## src/logic/scope_cfg_pkg.sv

```systemverilog
// shared constants and the register map of the scope configuration block
package scope_cfg_pkg;

  // channel count is fixed by the address map
  localparam int N_CH = 2;

  // system bus widths
  localparam int BUS_W  = 32;
  localparam int ADDR_W = 20;

  // settings register widths
  localparam int DEC_W     = 17;
  localparam int DLY_W     = 32;
  localparam int TRG_SRC_W = 4;

  // trigger source code for a software trigger
  localparam logic [TRG_SRC_W-1:0] TRG_SRC_SW = 4'd1;

  // threshold magnitude after reset, even channels positive and odd ones negative
  localparam int THRESH_RST = 5000;

  // hysteresis after reset
  localparam int HYST_RST = 20;

  // decimation after reset, no decimation
  localparam logic [DEC_W-1:0] DEC_RST = 17'd1;

  // register offsets within the scope window
  typedef enum logic [ADDR_W-1:0] {
    REG_CTRL     = 20'h00000,
    REG_TRIG     = 20'h00004,
    REG_THRESH_A = 20'h00008,
    REG_THRESH_B = 20'h0000C,
    REG_DLY_A    = 20'h00010,
    REG_DEC_A    = 20'h00014,
    REG_WP_A     = 20'h00018,
    REG_HYST_A   = 20'h00020,
    REG_HYST_B   = 20'h00024,
    REG_TRIG_CLR = 20'h00094,
    REG_DLY_B    = 20'h00110,
    REG_DEC_B    = 20'h00114,
    REG_WP_B     = 20'h00118
  } scope_reg_e;

  // bit positions in a channel's byte lane of REG_CTRL
  localparam int CTRL_ARM_BIT   = 0;
  localparam int CTRL_RST_BIT   = 1;
  localparam int CTRL_KEEP_BIT  = 3;
  localparam int CTRL_INDEP_BIT = 5;

endpackage

```

## src/logic/scope_cmd_decode.sv

```systemverilog
`timescale 1ns/1ps

// per-channel command strobes, trigger source and sticky mode bits
module scope_cmd_decode (
  input  logic                                                      adc_clk_i,
  input  logic                                                      adc_rstn_i,
  input  logic [scope_cfg_pkg::BUS_W-1:0]                           sys_addr_i,
  input  logic [scope_cfg_pkg::BUS_W-1:0]                           sys_wdata_i,
  input  logic                                                      sys_wen_i,
  output logic [scope_cfg_pkg::N_CH-1:0]                            arm_o,
  output logic [scope_cfg_pkg::N_CH-1:0]                            rst_o,
  output logic [scope_cfg_pkg::N_CH-1:0]                            trig_sw_o,
  output logic [scope_cfg_pkg::N_CH-1:0]                            we_keep_o,
  output logic [scope_cfg_pkg::N_CH-1:0]                            trig_clr_o,
  output logic [scope_cfg_pkg::N_CH-1:0]                            indep_o,
  output logic [scope_cfg_pkg::N_CH-1:0]                            new_src_o,
  output logic [scope_cfg_pkg::N_CH*scope_cfg_pkg::TRG_SRC_W-1:0]   trg_src_o
);

  import scope_cfg_pkg::*;

  localparam int LANE_W = 8;

  logic wr_ctrl;
  logic wr_trig;
  logic wr_clr;

  assign wr_ctrl = sys_wen_i && (sys_addr_i[ADDR_W-1:0] == REG_CTRL);
  assign wr_trig = sys_wen_i && (sys_addr_i[ADDR_W-1:0] == REG_TRIG);
  assign wr_clr  = sys_wen_i && (sys_addr_i[ADDR_W-1:0] == REG_TRIG_CLR);

  for (genvar gv = 0; gv < N_CH; gv++) begin : g_ch
    logic [LANE_W-1:0]    lane;
    logic [TRG_SRC_W-1:0] src;

    // channel n owns byte lane n of the write data
    assign lane = sys_wdata_i[gv*LANE_W +: LANE_W];
    assign src  = lane[TRG_SRC_W-1:0];

    always_ff @(posedge adc_clk_i) begin
      if (!adc_rstn_i) begin
        arm_o[gv]                            <= 1'b0;
        rst_o[gv]                            <= 1'b0;
        trig_sw_o[gv]                        <= 1'b0;
        trig_clr_o[gv]                       <= 1'b0;
        new_src_o[gv]                        <= 1'b0;
        we_keep_o[gv]                        <= 1'b0;
        indep_o[gv]                          <= 1'b0;
        trg_src_o[gv*TRG_SRC_W +: TRG_SRC_W] <= '0;
      end else begin
        arm_o[gv]      <= wr_ctrl && lane[CTRL_ARM_BIT];
        rst_o[gv]      <= wr_ctrl && lane[CTRL_RST_BIT];
        trig_sw_o[gv]  <= wr_trig && (src == TRG_SRC_SW);
        new_src_o[gv]  <= wr_trig && (src != '0);
        // bit 0 unlocks a disabled trigger
        trig_clr_o[gv] <= wr_clr && lane[0];
        // an all-zero lane byte leaves the sticky bits alone
        if (wr_ctrl && (lane != '0)) begin
          we_keep_o[gv] <= lane[CTRL_KEEP_BIT];
          indep_o[gv]   <= lane[CTRL_INDEP_BIT];
        end
        if (wr_trig && (src != '0)) begin
          trg_src_o[gv*TRG_SRC_W +: TRG_SRC_W] <= src;
        end
      end
    end

    // a strobe held over two cycles needs two writes in a row to its register
    a_ctrl_pulse : assert property (@(posedge adc_clk_i) disable iff (!adc_rstn_i)
      (arm_o[gv] || rst_o[gv]) && $past(arm_o[gv] || rst_o[gv])
      |-> $past(wr_ctrl, 1) && $past(wr_ctrl, 2));

    a_trig_pulse : assert property (@(posedge adc_clk_i) disable iff (!adc_rstn_i)
      (trig_sw_o[gv] || new_src_o[gv]) && $past(trig_sw_o[gv] || new_src_o[gv])
      |-> $past(wr_trig, 1) && $past(wr_trig, 2));

    a_clr_pulse : assert property (@(posedge adc_clk_i) disable iff (!adc_rstn_i)
      trig_clr_o[gv] && $past(trig_clr_o[gv])
      |-> $past(wr_clr, 1) && $past(wr_clr, 2));
  end

endmodule

```

## src/logic/scope_set_regs.sv

```systemverilog
`timescale 1ns/1ps

// per-channel trigger and acquisition settings
module scope_set_regs #(
  parameter int DW = 14
) (
  input  logic                                              adc_clk_i,
  input  logic                                              adc_rstn_i,
  input  logic [scope_cfg_pkg::BUS_W-1:0]                   sys_addr_i,
  input  logic [scope_cfg_pkg::BUS_W-1:0]                   sys_wdata_i,
  input  logic                                              sys_wen_i,
  output logic [scope_cfg_pkg::N_CH*DW-1:0]                 set_tresh_o,
  output logic [scope_cfg_pkg::N_CH*DW-1:0]                 set_hyst_o,
  output logic [scope_cfg_pkg::N_CH*scope_cfg_pkg::DLY_W-1:0] set_dly_o,
  output logic [scope_cfg_pkg::N_CH*scope_cfg_pkg::DEC_W-1:0] set_dec_o
);

  import scope_cfg_pkg::*;

  logic [ADDR_W-1:0] addr;

  assign addr = sys_addr_i[ADDR_W-1:0];

  for (genvar gv = 0; gv < N_CH; gv++) begin : g_ch
    // register offsets of this channel
    localparam logic [ADDR_W-1:0] THR_ADR  = (gv == 0) ? REG_THRESH_A : REG_THRESH_B;
    localparam logic [ADDR_W-1:0] HYST_ADR = (gv == 0) ? REG_HYST_A   : REG_HYST_B;
    localparam logic [ADDR_W-1:0] DLY_ADR  = (gv == 0) ? REG_DLY_A    : REG_DLY_B;
    localparam logic [ADDR_W-1:0] DEC_ADR  = (gv == 0) ? REG_DEC_A    : REG_DEC_B;

    // thresholds start on opposite sides of zero
    localparam logic [DW-1:0] THR_INIT =
      (gv % 2 == 0) ? DW'(THRESH_RST) : DW'(-THRESH_RST);

    always_ff @(posedge adc_clk_i) begin
      if (!adc_rstn_i) begin
        set_tresh_o[gv*DW +: DW]       <= THR_INIT;
        set_hyst_o[gv*DW +: DW]        <= DW'(HYST_RST);
        set_dly_o[gv*DLY_W +: DLY_W]   <= '0;
        set_dec_o[gv*DEC_W +: DEC_W]   <= DEC_RST;
      end else if (sys_wen_i) begin
        if (addr == THR_ADR) begin
          set_tresh_o[gv*DW +: DW] <= sys_wdata_i[DW-1:0];
        end
        if (addr == HYST_ADR) begin
          set_hyst_o[gv*DW +: DW] <= sys_wdata_i[DW-1:0];
        end
        if (addr == DLY_ADR) begin
          set_dly_o[gv*DLY_W +: DLY_W] <= sys_wdata_i[DLY_W-1:0];
        end
        if (addr == DEC_ADR) begin
          set_dec_o[gv*DEC_W +: DEC_W] <= sys_wdata_i[DEC_W-1:0];
        end
      end
    end
  end

endmodule

```

## src/logic/scope_chan_mux.sv

```systemverilog
`timescale 1ns/1ps

// channel 1 follows channel 0 unless it runs in independent mode
module scope_chan_mux (
  input  logic                                                    adc_clk_i,
  input  logic [scope_cfg_pkg::N_CH-1:0]                          arm_i,
  input  logic [scope_cfg_pkg::N_CH-1:0]                          rst_i,
  input  logic [scope_cfg_pkg::N_CH-1:0]                          trig_sw_i,
  input  logic [scope_cfg_pkg::N_CH-1:0]                          we_keep_i,
  input  logic [scope_cfg_pkg::N_CH-1:0]                          trig_clr_i,
  input  logic [scope_cfg_pkg::N_CH-1:0]                          indep_i,
  input  logic [scope_cfg_pkg::N_CH-1:0]                          new_src_i,
  input  logic [scope_cfg_pkg::N_CH*scope_cfg_pkg::TRG_SRC_W-1:0] trg_src_i,
  input  logic [scope_cfg_pkg::N_CH*scope_cfg_pkg::DLY_W-1:0]     set_dly_i,
  input  logic [scope_cfg_pkg::N_CH*scope_cfg_pkg::DEC_W-1:0]     set_dec_i,
  output logic [scope_cfg_pkg::N_CH-1:0]                          adc_arm_do_o,
  output logic [scope_cfg_pkg::N_CH-1:0]                          adc_rst_do_o,
  output logic [scope_cfg_pkg::N_CH-1:0]                          adc_trig_sw_o,
  output logic [scope_cfg_pkg::N_CH-1:0]                          adc_we_keep_o,
  output logic [scope_cfg_pkg::N_CH-1:0]                          trig_dis_clr_o,
  output logic [scope_cfg_pkg::N_CH-1:0]                          indep_mode_o,
  output logic [scope_cfg_pkg::N_CH-1:0]                          new_trg_src_o,
  output logic [scope_cfg_pkg::N_CH*scope_cfg_pkg::TRG_SRC_W-1:0] trg_src_o,
  output logic [scope_cfg_pkg::N_CH*scope_cfg_pkg::DLY_W-1:0]     set_dly_o,
  output logic [scope_cfg_pkg::N_CH*scope_cfg_pkg::DEC_W-1:0]     set_dec_o,
  output logic [scope_cfg_pkg::N_CH-1:0]                          set_dec1_o
);

  import scope_cfg_pkg::*;

  logic [N_CH-1:0] dec1;

  assign indep_mode_o = indep_i;

  assign dec1[0] = (set_dec_i[DEC_W-1:0] == DEC_W'(1));
  assign dec1[1] = (set_dec_i[2*DEC_W-1:DEC_W] == DEC_W'(1));

  // channel 0 always drives itself
  assign adc_arm_do_o[0]            = arm_i[0];
  assign adc_rst_do_o[0]            = rst_i[0];
  assign adc_trig_sw_o[0]           = trig_sw_i[0];
  assign adc_we_keep_o[0]           = we_keep_i[0];
  assign trig_dis_clr_o[0]          = trig_clr_i[0];
  assign new_trg_src_o[0]           = new_src_i[0];
  assign set_dec1_o[0]              = dec1[0];
  assign trg_src_o[TRG_SRC_W-1:0]   = trg_src_i[TRG_SRC_W-1:0];
  assign set_dly_o[DLY_W-1:0]       = set_dly_i[DLY_W-1:0];
  assign set_dec_o[DEC_W-1:0]       = set_dec_i[DEC_W-1:0];

  // channel 1 takes channel 0's controls unless it is independent
  assign adc_arm_do_o[1]   = indep_i[1] ? arm_i[1]      : arm_i[0];
  assign adc_rst_do_o[1]   = indep_i[1] ? rst_i[1]      : rst_i[0];
  assign adc_trig_sw_o[1]  = indep_i[1] ? trig_sw_i[1]  : trig_sw_i[0];
  assign adc_we_keep_o[1]  = indep_i[1] ? we_keep_i[1]  : we_keep_i[0];
  assign trig_dis_clr_o[1] = indep_i[1] ? trig_clr_i[1] : trig_clr_i[0];
  assign new_trg_src_o[1]  = indep_i[1] ? new_src_i[1]  : new_src_i[0];
  assign set_dec1_o[1]     = indep_i[1] ? dec1[1]       : dec1[0];
  assign trg_src_o[2*TRG_SRC_W-1:TRG_SRC_W] =
    indep_i[1] ? trg_src_i[2*TRG_SRC_W-1:TRG_SRC_W] : trg_src_i[TRG_SRC_W-1:0];
  assign set_dly_o[2*DLY_W-1:DLY_W] =
    indep_i[1] ? set_dly_i[2*DLY_W-1:DLY_W] : set_dly_i[DLY_W-1:0];
  assign set_dec_o[2*DEC_W-1:DEC_W] =
    indep_i[1] ? set_dec_i[2*DEC_W-1:DEC_W] : set_dec_i[DEC_W-1:0];

  // mirrored controls of channel 1 track channel 0 on every edge
  a_mirror : assert property (@(posedge adc_clk_i) !indep_i[1] |->
    (adc_arm_do_o[1] == adc_arm_do_o[0]) && (adc_rst_do_o[1] == adc_rst_do_o[0]) &&
    (adc_trig_sw_o[1] == adc_trig_sw_o[0]) && (adc_we_keep_o[1] == adc_we_keep_o[0]) &&
    (trig_dis_clr_o[1] == trig_dis_clr_o[0]) && (new_trg_src_o[1] == new_trg_src_o[0]) &&
    (set_dec1_o[1] == set_dec1_o[0]) &&
    (trg_src_o[2*TRG_SRC_W-1:TRG_SRC_W] == trg_src_o[TRG_SRC_W-1:0]) &&
    (set_dly_o[2*DLY_W-1:DLY_W] == set_dly_o[DLY_W-1:0]) &&
    (set_dec_o[2*DEC_W-1:DEC_W] == set_dec_o[DEC_W-1:0]));

endmodule

```

## src/logic/scope_read_mux.sv

```systemverilog
`timescale 1ns/1ps

// registered readback of the settings and write pointers
module scope_read_mux #(
  parameter int DW  = 14,
  parameter int RSZ = 14
) (
  input  logic                                                adc_clk_i,
  input  logic                                                adc_rstn_i,
  input  logic [scope_cfg_pkg::BUS_W-1:0]                     sys_addr_i,
  input  logic                                                sys_wen_i,
  input  logic                                                sys_ren_i,
  input  logic [scope_cfg_pkg::N_CH*DW-1:0]                   set_tresh_i,
  input  logic [scope_cfg_pkg::N_CH*DW-1:0]                   set_hyst_i,
  input  logic [scope_cfg_pkg::N_CH*scope_cfg_pkg::DLY_W-1:0] set_dly_i,
  input  logic [scope_cfg_pkg::N_CH*scope_cfg_pkg::DEC_W-1:0] set_dec_i,
  input  logic [scope_cfg_pkg::N_CH*RSZ-1:0]                  adc_wp_cur_i,
  output logic [scope_cfg_pkg::BUS_W-1:0]                     sys_rdata_o,
  output logic                                                sys_ack_o
);

  import scope_cfg_pkg::*;

  scope_reg_e reg_sel;
  logic       sys_req;

  assign reg_sel = scope_reg_e'(sys_addr_i[ADDR_W-1:0]);
  assign sys_req = sys_wen_i || sys_ren_i;

  // every request is answered on the next cycle
  always_ff @(posedge adc_clk_i) begin
    if (!adc_rstn_i) begin
      sys_ack_o <= 1'b0;
    end else begin
      sys_ack_o <= sys_req;
    end
  end

  // narrow registers come back zero-extended
  always_ff @(posedge adc_clk_i) begin
    case (reg_sel)
      REG_THRESH_A: sys_rdata_o <= BUS_W'(set_tresh_i[0*DW +: DW]);
      REG_THRESH_B: sys_rdata_o <= BUS_W'(set_tresh_i[1*DW +: DW]);
      REG_HYST_A:   sys_rdata_o <= BUS_W'(set_hyst_i[0*DW +: DW]);
      REG_HYST_B:   sys_rdata_o <= BUS_W'(set_hyst_i[1*DW +: DW]);
      REG_DLY_A:    sys_rdata_o <= BUS_W'(set_dly_i[0*DLY_W +: DLY_W]);
      REG_DLY_B:    sys_rdata_o <= BUS_W'(set_dly_i[1*DLY_W +: DLY_W]);
      REG_DEC_A:    sys_rdata_o <= BUS_W'(set_dec_i[0*DEC_W +: DEC_W]);
      REG_DEC_B:    sys_rdata_o <= BUS_W'(set_dec_i[1*DEC_W +: DEC_W]);
      REG_WP_A:     sys_rdata_o <= BUS_W'(adc_wp_cur_i[0*RSZ +: RSZ]);
      REG_WP_B:     sys_rdata_o <= BUS_W'(adc_wp_cur_i[1*RSZ +: RSZ]);
      // control, trigger and unmapped offsets
      default:      sys_rdata_o <= '0;
    endcase
  end

  a_ack_follows_req : assert property (@(posedge adc_clk_i) disable iff (!adc_rstn_i)
    sys_ack_o |-> $past(sys_req));

endmodule

```

## src/logic/scope_cfg_top.sv

```systemverilog
`timescale 1ns/1ps

// scope configuration register block for two acquisition channels
module scope_cfg_top #(
  parameter int DW  = 14,
  parameter int RSZ = 14
) (
  input  logic                                                    adc_clk_i,
  input  logic                                                    adc_rstn_i,
  input  logic [scope_cfg_pkg::BUS_W-1:0]                         sys_addr_i,
  input  logic [scope_cfg_pkg::BUS_W-1:0]                         sys_wdata_i,
  input  logic                                                    sys_wen_i,
  input  logic                                                    sys_ren_i,
  output logic [scope_cfg_pkg::BUS_W-1:0]                         sys_rdata_o,
  output logic                                                    sys_ack_o,
  input  logic [scope_cfg_pkg::N_CH*RSZ-1:0]                      adc_wp_cur_i,
  output logic [scope_cfg_pkg::N_CH-1:0]                          adc_arm_do_o,
  output logic [scope_cfg_pkg::N_CH-1:0]                          adc_rst_do_o,
  output logic [scope_cfg_pkg::N_CH-1:0]                          adc_trig_sw_o,
  output logic [scope_cfg_pkg::N_CH-1:0]                          adc_we_keep_o,
  output logic [scope_cfg_pkg::N_CH-1:0]                          trig_dis_clr_o,
  output logic [scope_cfg_pkg::N_CH-1:0]                          indep_mode_o,
  output logic [scope_cfg_pkg::N_CH-1:0]                          new_trg_src_o,
  output logic [scope_cfg_pkg::N_CH-1:0]                          set_dec1_o,
  output logic [scope_cfg_pkg::N_CH*scope_cfg_pkg::TRG_SRC_W-1:0] trg_src_o,
  output logic [scope_cfg_pkg::N_CH*DW-1:0]                       set_tresh_o,
  output logic [scope_cfg_pkg::N_CH*DW-1:0]                       set_hyst_o,
  output logic [scope_cfg_pkg::N_CH*scope_cfg_pkg::DLY_W-1:0]     set_dly_o,
  output logic [scope_cfg_pkg::N_CH*scope_cfg_pkg::DEC_W-1:0]     set_dec_o
);

  import scope_cfg_pkg::*;

  // per-channel values before channel 1 mirroring
  logic [N_CH-1:0]           arm_raw;
  logic [N_CH-1:0]           rst_raw;
  logic [N_CH-1:0]           trig_sw_raw;
  logic [N_CH-1:0]           we_keep_raw;
  logic [N_CH-1:0]           trig_clr_raw;
  logic [N_CH-1:0]           indep_raw;
  logic [N_CH-1:0]           new_src_raw;
  logic [N_CH*TRG_SRC_W-1:0] trg_src_raw;
  logic [N_CH*DLY_W-1:0]     set_dly_raw;
  logic [N_CH*DEC_W-1:0]     set_dec_raw;

  scope_cmd_decode u_cmd (
    .adc_clk_i(adc_clk_i), .adc_rstn_i(adc_rstn_i),
    .sys_addr_i(sys_addr_i), .sys_wdata_i(sys_wdata_i), .sys_wen_i(sys_wen_i),
    .arm_o(arm_raw), .rst_o(rst_raw), .trig_sw_o(trig_sw_raw), .we_keep_o(we_keep_raw),
    .trig_clr_o(trig_clr_raw), .indep_o(indep_raw), .new_src_o(new_src_raw),
    .trg_src_o(trg_src_raw)
  );

  scope_set_regs #(.DW(DW)) u_set (
    .adc_clk_i(adc_clk_i), .adc_rstn_i(adc_rstn_i),
    .sys_addr_i(sys_addr_i), .sys_wdata_i(sys_wdata_i), .sys_wen_i(sys_wen_i),
    .set_tresh_o(set_tresh_o), .set_hyst_o(set_hyst_o),
    .set_dly_o(set_dly_raw), .set_dec_o(set_dec_raw)
  );

  scope_chan_mux u_mux (
    .adc_clk_i(adc_clk_i),
    .arm_i(arm_raw), .rst_i(rst_raw), .trig_sw_i(trig_sw_raw), .we_keep_i(we_keep_raw),
    .trig_clr_i(trig_clr_raw), .indep_i(indep_raw), .new_src_i(new_src_raw),
    .trg_src_i(trg_src_raw), .set_dly_i(set_dly_raw), .set_dec_i(set_dec_raw),
    .adc_arm_do_o(adc_arm_do_o), .adc_rst_do_o(adc_rst_do_o),
    .adc_trig_sw_o(adc_trig_sw_o), .adc_we_keep_o(adc_we_keep_o),
    .trig_dis_clr_o(trig_dis_clr_o), .indep_mode_o(indep_mode_o),
    .new_trg_src_o(new_trg_src_o), .trg_src_o(trg_src_o),
    .set_dly_o(set_dly_o), .set_dec_o(set_dec_o), .set_dec1_o(set_dec1_o)
  );

  // readback shows each channel's own stored settings
  scope_read_mux #(.DW(DW), .RSZ(RSZ)) u_rd (
    .adc_clk_i(adc_clk_i), .adc_rstn_i(adc_rstn_i),
    .sys_addr_i(sys_addr_i), .sys_wen_i(sys_wen_i), .sys_ren_i(sys_ren_i),
    .set_tresh_i(set_tresh_o), .set_hyst_i(set_hyst_o),
    .set_dly_i(set_dly_raw), .set_dec_i(set_dec_raw), .adc_wp_cur_i(adc_wp_cur_i),
    .sys_rdata_o(sys_rdata_o), .sys_ack_o(sys_ack_o)
  );

endmodule

```

## config.mk

```make
export PLATFORM = sky130hd
export DESIGN_NAME = scope_cfg_top
export DESIGN_NICKNAME = d
export VERILOG_FILES = /design/src/logic/scope_cfg_pkg.sv /design/src/logic/scope_cmd_decode.sv /design/src/logic/scope_set_regs.sv /design/src/logic/scope_chan_mux.sv /design/src/logic/scope_read_mux.sv /design/src/logic/scope_cfg_top.sv
export SDC_FILE = /design/constraint.sdc
export NUM_CORES = 1
export LEC_CHECK = 0
export BUFFER_PORTS_ARGS = -buffer_cell sky130_fd_sc_hd__clkbuf_2
export CELL_PAD_IN_SITES_DETAIL_PLACEMENT = 1
export CELL_PAD_IN_SITES_GLOBAL_PLACEMENT = 1
export CORE_ASPECT_RATIO = 1.75
export CORE_MARGIN = 4
export CORE_UTILIZATION = 39
export DETAILED_ROUTE_END_ITERATION = 8
export PLACE_DENSITY = 0.92
export SLEW_MARGIN = 5
export SYNTH_ARGS = -nofsm -noshare
export SYNTH_HDL_FRONTEND = slang
export SYNTH_SLANG_ARGS = --single-unit
```

## constraint.sdc

```tcl
create_clock -name adc_clk_i -period 2.4 [get_ports adc_clk_i]
set_input_delay 0.48 -clock adc_clk_i [delete_from_list [all_inputs] [get_ports adc_clk_i]]
set_output_delay 0.48 -clock adc_clk_i [all_outputs]
set_load 0.1 [all_outputs]
```

# Word-level counts from Yosys, hierarchy flattened
# Index checks and enable logic that the tools add are counted.
# W data, S select, Z words.
# totals
word_cells,82
regBits,209
inputBits,96
out_inout_bits,211
# classes
n_mux,11
eq_ne,16
reduce_logical,29
# op_table
operator,n
$pmux W32 S10,1
$eq A20 B5 Y1 const B,3
$eq A20 B9 Y1 const B,3
$eq A20 B4 Y1 const B,2
$eq A20 B6 Y1 const B,2
$eq A17 B1 Y1 const B,2
$mux W32,1
$eq A20 B3 Y1 const B,1
$eq A20 B8 Y1 const B,1
$logic_not A20 Y1,1
$mux W17,1
$reduce_and A2 Y1,8
$reduce_bool A8 Y1,2
$logic_and A1 B1 Y1,15
$eq A4 B1 Y1 const B,2
$reduce_bool A4 Y1,2
$mux W1,7
$mux W4,1
$logic_or A1 B1 Y1,1

# Logic depth before layout (Yosys ltp)
# Gate-level depths: netlist of run 1.
# depth
word_depth,3
mapped_depth,7
ltp_nobuf,4

# Modules after synthesis
# From an unflattened synthesis of run 1, not the netlist that was laid out.
# hier_totals
cells_unflattened,1093
area_unflattened_um2,10617.7
# by_module_without_submodules
mod,cells_each,instances,area_per_inst_um2,seq_area_each_um2
scope_set_regs,578,1,5904.4,3083.0
scope_read_mux,272,1,2492.4,660.6
scope_chan_mux,142,1,1268.7,0.0
scope_cmd_decode,101,1,952.2,440.4

# Least setup slack after synthesis of run 1
# OpenSTA, ideal clock, no wires.
# synth_timing
kind,reg-to-output
startpoint,register u_set.set_dec_o[12] (netlist bit)
endpoint,output port set_dec1_o[1] (netlist bit)
stages_incl_launch_ff,5
t_arrival_ns,4.537
t_required_ns,1.920
path_slack_ns,-2.617
n_path_buf,0
cell_sequence,dfxtp_1 nor4b_1 nand4_1 nor4_1 mux2_2
# synth_via
elab_chain_len,2
# synth_rtl
item,line_no,text
start: declaration,scope_set_regs.sv:15,output logic [scope_cfg_pkg::N_CH*scope_cfg_pkg::DEC_W-1:0] set_dec_o
start signal: indexed assignment,scope_set_regs.sv:52,set_dec_o[gv*DEC_W +: DEC_W] <= sys_wdata_i[DEC_W-1:0];
$eq A17 B1 Y1,scope_chan_mux.sv:35,assign dec1[0] = (set_dec_i[DEC_W-1:0] == DEC_W'(1));
via set_dec1_o (one bit),scope_cfg_top.sv:24,"output logic [scope_cfg_pkg::N_CH-1:0] set_dec1_o,"
$mux W1,scope_chan_mux.sv:57,assign set_dec1_o[1] = indep_i[1] ? dec1[1] : dec1[0];
end: declaration,scope_cfg_top.sv:24,
# The timed path passes the listed nets, and every way through them passes these cells.

# Final worst setup path of run 1
# layout_timing
startpoint,register u_set.set_dec_o[5] (netlist bit)
endpoint,output port set_dec1_o[1] (netlist bit)
# layout_via
elab_chain_len,2
# layout_rtl
item,line_no
$eq A17 B1 Y1,scope_chan_mux.sv:35
$mux W1,scope_chan_mux.sv:57
# Every way passes these cells.

==> out/qor.yml, run 1 <==
status:
  status: "complete, but fails checks"
  violations: "negative setup slack"
synthesis:
  yosysTopAreaCellShare: 0.3899
  synth_ff_type: "dfxtp_1"
  synthTopCellsByCount: "dfxtp_1, nand3_1, o21ai_0"
  syn_area_per_cell_sq_um: 9.033
  syn_nets: 1284
  synthDistinctLibCells: 55
  postSynthCellCount: 1188
  synth_area_leaders: "dfxtp_1, mux2_2, nand3_1, a21boi_0, mux2i_1"
  synthArstFlopShare: 0
  yosysMostFrequentCell: "dfxtp_1"
  synth-edff-count: 0
  synth_seq_cells: 209
  yosysWarnings: 0
  yosysTopAreaCell: "dfxtp_1"
  seq_area_frac_synth: 0.3899
  synth_area_sq_um: 10730
clock_network:
  cts_buffers: 21
  h-tree-depth: 1
  clkSlewWorstSetupHoldPaths_ns: 0.06
  cts_buffer_depth: 3
  clk_latency_ns: 0.52
  ctsHoldBuffers: 0
  cts_tree: "done"
  cts.sinks: 209
  cts_root_buf: "clkbuf_16"
floorplanning:
  die_y_microns: 227.4
  dieWidth_microns: 133.4
  core-area_sq_um: 27230
  std_cell_rows: 80
  die-area_sq_um: 30340
  start_util: 0.3942
  boundaryPins: 307
finish:
  drive_gt1_frac: 0.3640
  area_growth_pct: 26.93
  finish.instance_area_sq_um: 13620
  fillers: 3220
  layout.nets: 1507
worst_setup_path:
  cp-end-kind: "primary output"
  crit_required_ns: 1.92
  max_stage_delay_ns: 0.36
  arrival_ns: 2.20
  r2r_setup_slack_ns: 1.03
  start_kind: "flip-flop"
  critPathBufInv: 1
  path_cells: "nor4_1 > nand4_1 > nor4_4 > mux2_4 > buf_12"
  path_class: "reg -> out"
  critPathTopFamily: "simple AND/OR/NAND/NOR gates"
  slowest_stage: "dfxtp_2"
  cp_max_fo: 5
timing:
  maxSlewViolCount: 0
  final_hold_viol_count: 0
  period_minus_slack_ns: 2.685
  fin_skew_ns: 0.009028
  timing.final.crit_share: 1.119
  tns_ns: -0.4977
  fmax_mhz: 372.5
  finalSetupViolations: 2
  setup_ws_ns: -0.2845
  grt_setup_unrepaired: "yes"
  tightestPinTransition_ns: 0.9785
  slew_headroom: 0.3416
grt:
  grt-ovfl-total: 0
  grt_max_degree: 93
  track_usage: 0.2981
  grt_pass1_wl_microns: 69970
  grt_pass1_vias: 11400
  antenna_found_initial: 1
route:
  ant_nets: 0
  drt_wl_total_microns: 47610
  initialDrtViolationCount: 973
  firstDrtPassIters: 5
  wl_per_cell_microns: 26.55
  drc: 0
  via_count: 10930
  viasPerCell: 6.097
pwr:
  p_leak_nw: 5.306
  ir_worst_vdd_mv: 0.3994
  power_density_nw_per_um2: 522.1
  power_mw: 7.113
worst_hold_path:
  min_path_type: "in -> reg"
placement:
  postPlaceCellArea_sq_um: 12870
  hpwl_microns: 34580
  routabilityCongestion: 0.9694
  port_buffers: 294
  pre_cts_ws_ns: 0.005309
flow_run:
  drv_cap: 0
[stage by stage]
step,hold slack (ns),std cells,utilization
floorplan,0.4313,1188,-
global placement,0.4470,1755,0.4727
detailed placement,0.4523,1755,0.4727
CTS,0.1578,1791,0.4990
global route,0.1894,1793,0.5003
finish,0.1669,1793,0.5003
[registers in the layout (all words and copies together) (netlist names), 2 cells and up]
register,count
u_cmd.arm_o,2
u_cmd.trig_clr_o,2
u_cmd.trig_sw_o,2
u_set.set_tresh_o,28
u_cmd.we_keep_o,2
u_set.set_dly_o,64
u_set.set_dec_o,34
u_set.set_hyst_o,28
u_cmd.new_src_o,2
u_cmd.indep_o,2
u_rd.sys_rdata_o,32
u_cmd.trg_src_o,8
u_cmd.rst_o,2
[report_power, final]
part / total, mW / internal (mW) / leakage [nW] / switching [mW]
Combinational: 0.488 / 0.162 / 3.32 / 0.326
Clock: 3.16 / 1.73 / 0.302 / 1.42
Sequential: 3.47 / 3.47 / 1.69 / 0.000641
[path summary, 6_finish.rpt]
kind | startpoint | endpoint | cells past startpoint
max | u_set.set_dec_o[5] | set_dec1_o[1] | 5
min | sys_ren_i | u_rd.sys_ack_o | 2
max reg2reg | u_set.set_dec_o[33] | u_rd.sys_rdata_o[16] | 5
min reg2reg | u_cmd.trg_src_o[7] | u_cmd.trg_src_o[7] | 2
[metal layers]
layer  wire length, microns  global-route usage  vias to the layer above
met3                   3108             0.04069                      201
met5                      0                   0                        -
met4                   4840              0.2654                        0
met2                  23510              0.5131                      603
li1                       -                   -                     4773
met1                  16150              0.3175                     5355
[timing repair]
action                     CTS  global route
resized for setup           25             2
pin swaps                    3             0
cloned                       0             1
setup endpoints to repair   37             3
setup buffers                1             0
[area by class of cell]
cell class | instances | area, sq um | share of cell area
Multi-Input combinational cell | 791 | 5615 | 0.4122
Tap cell | 369 | 461.7 | 0.03389
Timing Repair Buffer | 382 | 2690 | 0.1975
Inverter | 6 | 22.52 | 0.001653
Sequential cell | 209 | 4198 | 0.3082
Antenna cell | 1 | 2.502 | 0.0001837
Clock inverter | 5 | 32.53 | 0.002388
Clock buffer | 30 | 599.3 | 0.04400
[kinds of logic (layout without fill, tap and decap cells)]
family	count (synthesis)	count (layout)	share of synthesized area
compound gates	337	337	0.2129
other cells	0	1	0
flops	209	209	0.3899
simple gates	316	316	0.1663
buf+inv	188	423	0.09362
mux	138	138	0.1373
[cells in the final DEF (no fill, tap or decap), types with 16 or more instances in the layout]
cell and count:
clkbuf_16 22, dfxtp_1 202, o21ai_0 127, a21boi_0 91
clkbuf_4 16, a21boi_1 17, clkbuf_2 232, nor4_1 16
nor2_1 21, buf_4 101, mux2i_1 64, nand3_1 139
mux2_2 73, nand2_1 65, buf_12 31, a22oi_1 27
(Power assumes the default switching activity.)
==> run 2: changes to the inputs <==
- CORE_MARGIN: 4 -> 1.5
==> out/qor.yml, run 2 (same netlist as run 1, synthesis figures left out) <==
status:
  status: "complete, but fails checks"
  violations: "negative setup slack"
clock_network:
  clkSlewWorstSetupHoldPaths_ns: 0.07  # about the same
  clk_latency_ns: 0.54  # +0.02 ns
  cts.sinks: 209  # unchanged
  cts_tree: "done"
  cts_setup_buffers: 0  # -1
  h-tree-depth: 1  # unchanged
  cts_buffer_depth: 3  # unchanged
  cts_root_buf: "clkbuf_16"
  cts_buffers: 22  # +4.8%
  ctsHoldBuffers: 0  # unchanged
grt:
  grt_pass1_wl_microns: 71240  # +1.8%
  grt-ovfl-total: 0  # unchanged
  grt_pass1_vias: 11440  # +0.33%
  grt_max_degree: 93  # unchanged
  track_usage: 0.3298  # +0.03164
  antenna_found_initial: 0  # -1
timing:
  grt_setup_unrepaired: "yes"
  period_minus_slack_ns: 2.678  # -0.006152 ns
  slew_headroom: 0.03313  # -0.3085
  final_hold_viol_count: 0  # unchanged
  fmax_mhz: 373.4  # +0.23%
  maxSlewViolCount: 0  # unchanged
  setup_ws_ns: -0.2784  # +0.006152 ns
  fin_skew_ns: 0.01808  # +0.009056 ns
  hold_slack_ns: 0.1613  # -0.005655 ns
  finalSetupViolations: 2  # unchanged
  tightestPinTransition_ns: 1.437  # +0.4585 ns
  timing.final.crit_share: 1.116  # -0.002563
route:
  wl_per_cell_microns: 26.92  # +1.4%
  viasPerCell: 6.133  # +0.59%
  drt_wl_total_microns: 48260  # +1.4%
  drc: 0  # unchanged
  initialDrtViolationCount: 836  # -14%
  via_count: 11000  # +0.59%
  firstDrtPassIters: 5  # unchanged
  ant_nets: 0  # unchanged
worst_setup_path:
  crit_required_ns: 1.92  # about the same
  cp-end-kind: "primary output"
  critPathTopFamily: "simple AND/OR/NAND/NOR gates"
  slowest_stage: "nor4b_2"
  max_stage_delay_ns: 0.38  # +0.02 ns
  path_class: "reg -> out"
  cp_max_fo: 4  # -1
  arrival_ns: 2.20  # about the same
  start_kind: "flip-flop"
  critPathBufInv: 1  # unchanged
  path_cells: "nor4b_2 > nand4_1 > nor4_2 > mux2_4 > buf_12"
floorplanning:
  boundaryPins: 307  # unchanged
  die-area_sq_um: 28560  # -5.9%
  core-area_sq_um: 27130  # -0.37%
  start_util: 0.3956  # +0.001454
  dieWidth_microns: 128.4  # -3.7%
  die_y_microns: 222.4  # -2.2%
  std_cell_rows: 80  # unchanged
pwr:
  p_leak_nw: 5.401  # +1.8%
  p_sw_mw: 1.861  # +6.2%
  power_density_nw_per_um2: 539.6  # +3.3%
  seqPwrFrac: 0.462  # -0.025
  ir_worst_vdd_mv: 0.4181  # +4.7%
  power_mw: 7.507  # +5.5%
  comb_power_share: 0.064  # -0.005
  cellInternalPower_mw: 5.646  # +5.3%
  switching_share: 0.2479  # +0.001628
  p_clk_frac: 0.474  # +0.030
finish:
  layout.nets: 1505  # -0.13%
  drive_gt1_frac: 0.3652  # +0.001149
  diodes: 0  # -1
  layout_common_cells: "clkbuf_2, dfxtp_1, nand3_1"
  area_growth_pct: 29.64
  largest_reg_flops: 64  # unchanged
  final_common_cell: "clkbuf_2"
  instances_no_fill: 1793  # unchanged
  reg_top3: "u_set.set_dly_o x64, u_set.set_dec_o x34, u_rd.sys_rdata_o x32"
  top_register: "u_set.set_dly_o"
worst_hold_path:
  min_path_type: "in -> reg"
placement:
  dp.cells: 1753  # -0.11%
  routabilityCongestion: 0.9225  # -4.8%
  hpwl_microns: 34270  # -0.88%
  port_buffers: 294  # unchanged
flow_run:
  drv_cap: 0  # unchanged
## run 2: worst paths after layout
kind              cells past startpoint  slack [ns]            startpoint                   to
setup / recovery                      5       -0.28   u_set.set_dec_o[18]        set_dec1_o[1]
hold reg to reg                       2        0.46    u_cmd.trg_src_o[7]   u_cmd.trg_src_o[7]
setup reg to reg                      2        1.04  u_set.set_tresh_o[8]  u_rd.sys_rdata_o[8]
hold / removal                        2        0.16             sys_ren_i       u_rd.sys_ack_o
## run 2: routing by layer
layer	vias up	global-route usage	share of wire
met3	213	0.04888	0.063
met1	5403	0.3526	0.35
met4	0	0.2708	0.094
met5	-	0	0
li1	4779	-	-
met2	601	0.5661	0.49
## run 2: power groups by stage
stage / logic [mW] / clock network [mW] / registers (mW)
after global routing: 0.492 / 3.71 / 3.47
final: 0.480 / 3.56 / 3.47
after floorplan: 0.210 / 0 / 3.56
after detailed placement: 0.463 / 0 / 3.55
after global placement: 0.453 / 0 / 3.55
after CTS: 0.465 / 3.57 / 3.47
## run 2: timing repair
action                                  CTS  global route
pin swaps                                 1             0
endpoints found under the setup margin   29            14
gates resized for setup                  17             8
hold endpoints to repair                  0             0
cloned                                    0             1
## run 2: cell type report
type | instances | area [sq um]
clock buffer | 32 | 659.4
clock inverter | 7 | 76.32
fill | 3122 | 13210
inverter | 6 | 22.52
multi-input combinational | 791 | 5628
sequential | 209 | 4193
tap | 369 | 461.7
timing repair buffer | 379 | 2872
## run 2: through the flow
step | setup slack [ns] | util | setup TNS [ns] | area, sq um
3_3_place_gp | 0.1035 | 0.4819 | 0 | 13070
5_1_grt | -0.2931 | 0.5129 | -0.5264 | 13910
4_1_cts | -0.2685 | 0.5112 | -0.4798 | 13870
2_1_floorplan | -0.4417 | - | -0.4417 | 10760
6_report | -0.2784 | 0.5129 | -0.4404 | 13910
3_5_place_dp | 0.04491 | 0.4819 | 0 | 13070
==> run 3: changes to the inputs <==
- CORE_ASPECT_RATIO: 1.75 -> not set
==> out/qor.yml, run 3 (same netlist as run 1, synthesis figures left out) <==
placement:
  hpwl_microns: 32140  # -6.2%
  routabilityCongestion: 0.9105  # -1.3%
  pre_cts_ws_ns: -0.03901  # -0.08392 ns
  port_buffers: 294  # unchanged
  dp.cells: 1719  # -1.9%
floorplanning:
  die_y_microns: 168.9  # -24%
  dieWidth_microns: 168.9  # +32%
  start_util: 0.3982  # +0.002571
  std_cell_rows: 60  # -25%
  core-area_sq_um: 26950  # -0.65%
  boundaryPins: 307  # unchanged
  die-area_sq_um: 28520  # -0.14%
timing:
  timing.final.crit_share: 1.104  # -0.01169
  tightestPinTransition_ns: 0.6669  # -0.7701 ns
  period_minus_slack_ns: 2.650  # -0.02805 ns
  maxSlewViolCount: 0  # unchanged
  setup_ws_ns: -0.2503  # +0.02805 ns
  hold_slack_ns: 0.1493  # -0.01202 ns
  fin_skew_ns: 0.01835  # +0.0002683 ns
  fmax_mhz: 377.3  # +1.1%
  finalSetupViolations: 2  # unchanged
  final_hold_viol_count: 0  # unchanged
  grt_setup_unrepaired: "yes"
  slew_headroom: 0.5513  # +0.5182
worst_setup_path:
  r2r_setup_slack_ns: 0.97  # -0.07 ns
  r2r_cells: 3  # +1
  cp_num_cells: 6  # +1
  start_kind: "flip-flop"
  critPathTopFamily: "simple AND/OR/NAND/NOR gates"
  path_cells: "nor4_4 > buf_4 > nand4_1 > nor4_4 > mux2_4 > buf_12"
  cp-end-kind: "primary output"
  slowest_stage: "nor4_4"
  cpMostUsedCell: "nor4_4"
  max_stage_delay_ns: 0.34  # -0.04 ns
  r2r-end: "u_rd.sys_rdata_o[8]"
  critPathBufInv: 2  # +1
  path_class: "reg -> out"
  crit_start: "u_set.set_dec_o[2]"
  crit_required_ns: 1.92  # about the same
  cp_max_fo: 2  # -2
  worstSetupEndpoint: "set_dec1_o[1]"
  arrival_ns: 2.17  # -0.03 ns
  r2r_start: "u_set.set_dec_o[8]"
route:
  drc: 0  # unchanged
  initialDrtViolationCount: 886  # +6.0%
  ant_nets: 0  # unchanged
  wl_per_cell_microns: 25.67  # -4.6%
  drt_wl_total_microns: 45280  # -6.2%
  viasPerCell: 6.146  # +0.22%
  firstDrtPassIters: 5  # unchanged
  via_count: 10840  # -1.4%
clock_network:
  cts_buffers: 24  # +9.1%
  clkSlewWorstSetupHoldPaths_ns: 0.07  # about the same
  cts_tree: "done"
  cts.sinks: 209  # unchanged
  ctsHoldBuffers: 0  # unchanged
  h-tree-depth: 1  # unchanged
  cts_root_buf: "clkbuf_16"
  clk_latency_ns: 0.53  # about the same
  cts_buffer_depth: 3  # unchanged
finish:
  top_register: "u_set.set_dly_o"
  layout_common_cells: "clkbuf_2, dfxtp_1, nand3_1"
  area_growth_pct: 32.79
  largest_reg_flops: 64  # unchanged
  reg_top3: "u_set.set_dly_o x64, u_set.set_dec_o x34, u_rd.sys_rdata_o x32"
  instances_no_fill: 1764  # -1.6%
  final_common_cell: "clkbuf_2"
  drive_gt1_frac: 0.3647  # -0.0004461
  diodes: 0  # unchanged
  layout.nets: 1501  # -0.27%
status:
  violations: "negative setup slack"
  status: "complete, but fails checks"
flow_run:
  drv_cap: 0  # unchanged
worst_hold_path:
  min_path_type: "in -> reg"
grt:
  track_usage: 0.3094  # -0.02034
  grt_max_degree: 93  # unchanged
  grt-ovfl-total: 0  # unchanged
  grt_pass1_vias: 11260  # -1.6%
  antenna_found_initial: 1  # +1
  grt_pass1_wl_microns: 67970  # -4.6%
pwr:
  power_density_nw_per_um2: 553.6  # +2.6%
  switching_share: 0.2394  # -0.008571
  cellInternalPower_mw: 6.000  # +6.3%
  p_clk_frac: 0.501  # +0.027
  ir_worst_vdd_mv: 0.4772  # +14%
  p_leak_nw: 5.485  # +1.6%
  p_sw_mw: 1.888  # +1.4%
  comb_power_share: 0.059  # -0.005
  seqPwrFrac: 0.440  # -0.022
-- run 3: cell count changes in the layout (fill, tap and decap cells not counted), moves of 3 or more --
cell,delta
buf_12,+24
buf_4,-4
clkbuf_4,-8
buf_2,-3
clkbuf_1,-3
clkbuf_2,-14
-- run 3: area by class of cell --
type	instances	area, sq um
Tap cell	341	426.7
Sequential cell	209	4189
Clock inverter	13	155.1
Multi-Input combinational cell	791	5607
Timing Repair Buffer	373	3152
Clock buffer	31	698.2
Inverter	6	22.52
Fill cell	3036	12700
-- run 3: worst min-delay path by stage --
stage	from	endpoint	slack [ns]	cells past startpoint
after detailed placement	u_cmd.trg_src_o[7]	u_cmd.trg_src_o[7]	0.46	2
final	sys_ren_i	u_rd.sys_ack_o	0.15	2
after global placement	u_cmd.trg_src_o[7]	u_cmd.trg_src_o[7]	0.46	2
after CTS	sys_ren_i	u_rd.sys_ack_o	0.15	2
after floorplan	u_cmd.trg_src_o[6]	u_cmd.trg_src_o[6]	0.43	2
after global routing	sys_ren_i	u_rd.sys_ack_o	0.15	2
-- run 3: metal layers --
metal	vias to the layer above	GRT usage	share of wire
li1	4781	-	-
met1	5354	0.3773	0.40
met2	565	0.5122	0.46
met3	140	0.06617	0.081
met4	2	0.1634	0.055
met5	-	0	0.00027
-- run 3: power by group through the flow --
stage          registers, mW  logic (mW)  clock network (mW)
4_1_cts                 3.47       0.452                3.96
5_1_grt                 3.47       0.481                4.11
2_1_floorplan           3.56       0.210                   0
6_report                3.47       0.465                3.95
3_3_place_gp            3.55       0.434                   0
3_5_place_dp            3.55       0.447                   0
-- run 3: through the flow --
| stage | util | area, sq um | TNS, ns | total power, mW |
|---|---|---|---|---|
| after floorplan | - | 10760 | -0.4417 | 3.769 |
| after global placement | 0.4961 | 13370 | 0 | 3.982 |
| after detailed placement | 0.4961 | 13370 | -0.03901 | 3.995 |
| after CTS | 0.5286 | 14250 | -0.4208 | 7.880 |
| after global routing | 0.5287 | 14250 | -0.5821 | 8.055 |
| final | 0.5287 | 14250 | -0.4425 | 7.888 |
-- run 3: what timing repair did --
| item | CTS | global route |
|---|---|---|
| gates resized for setup | 3 | 1 |
| setup buffers | 1 | 0 |
| endpoints found under the setup margin | 2 | 27 |
| pin swaps | 2 | 0 |
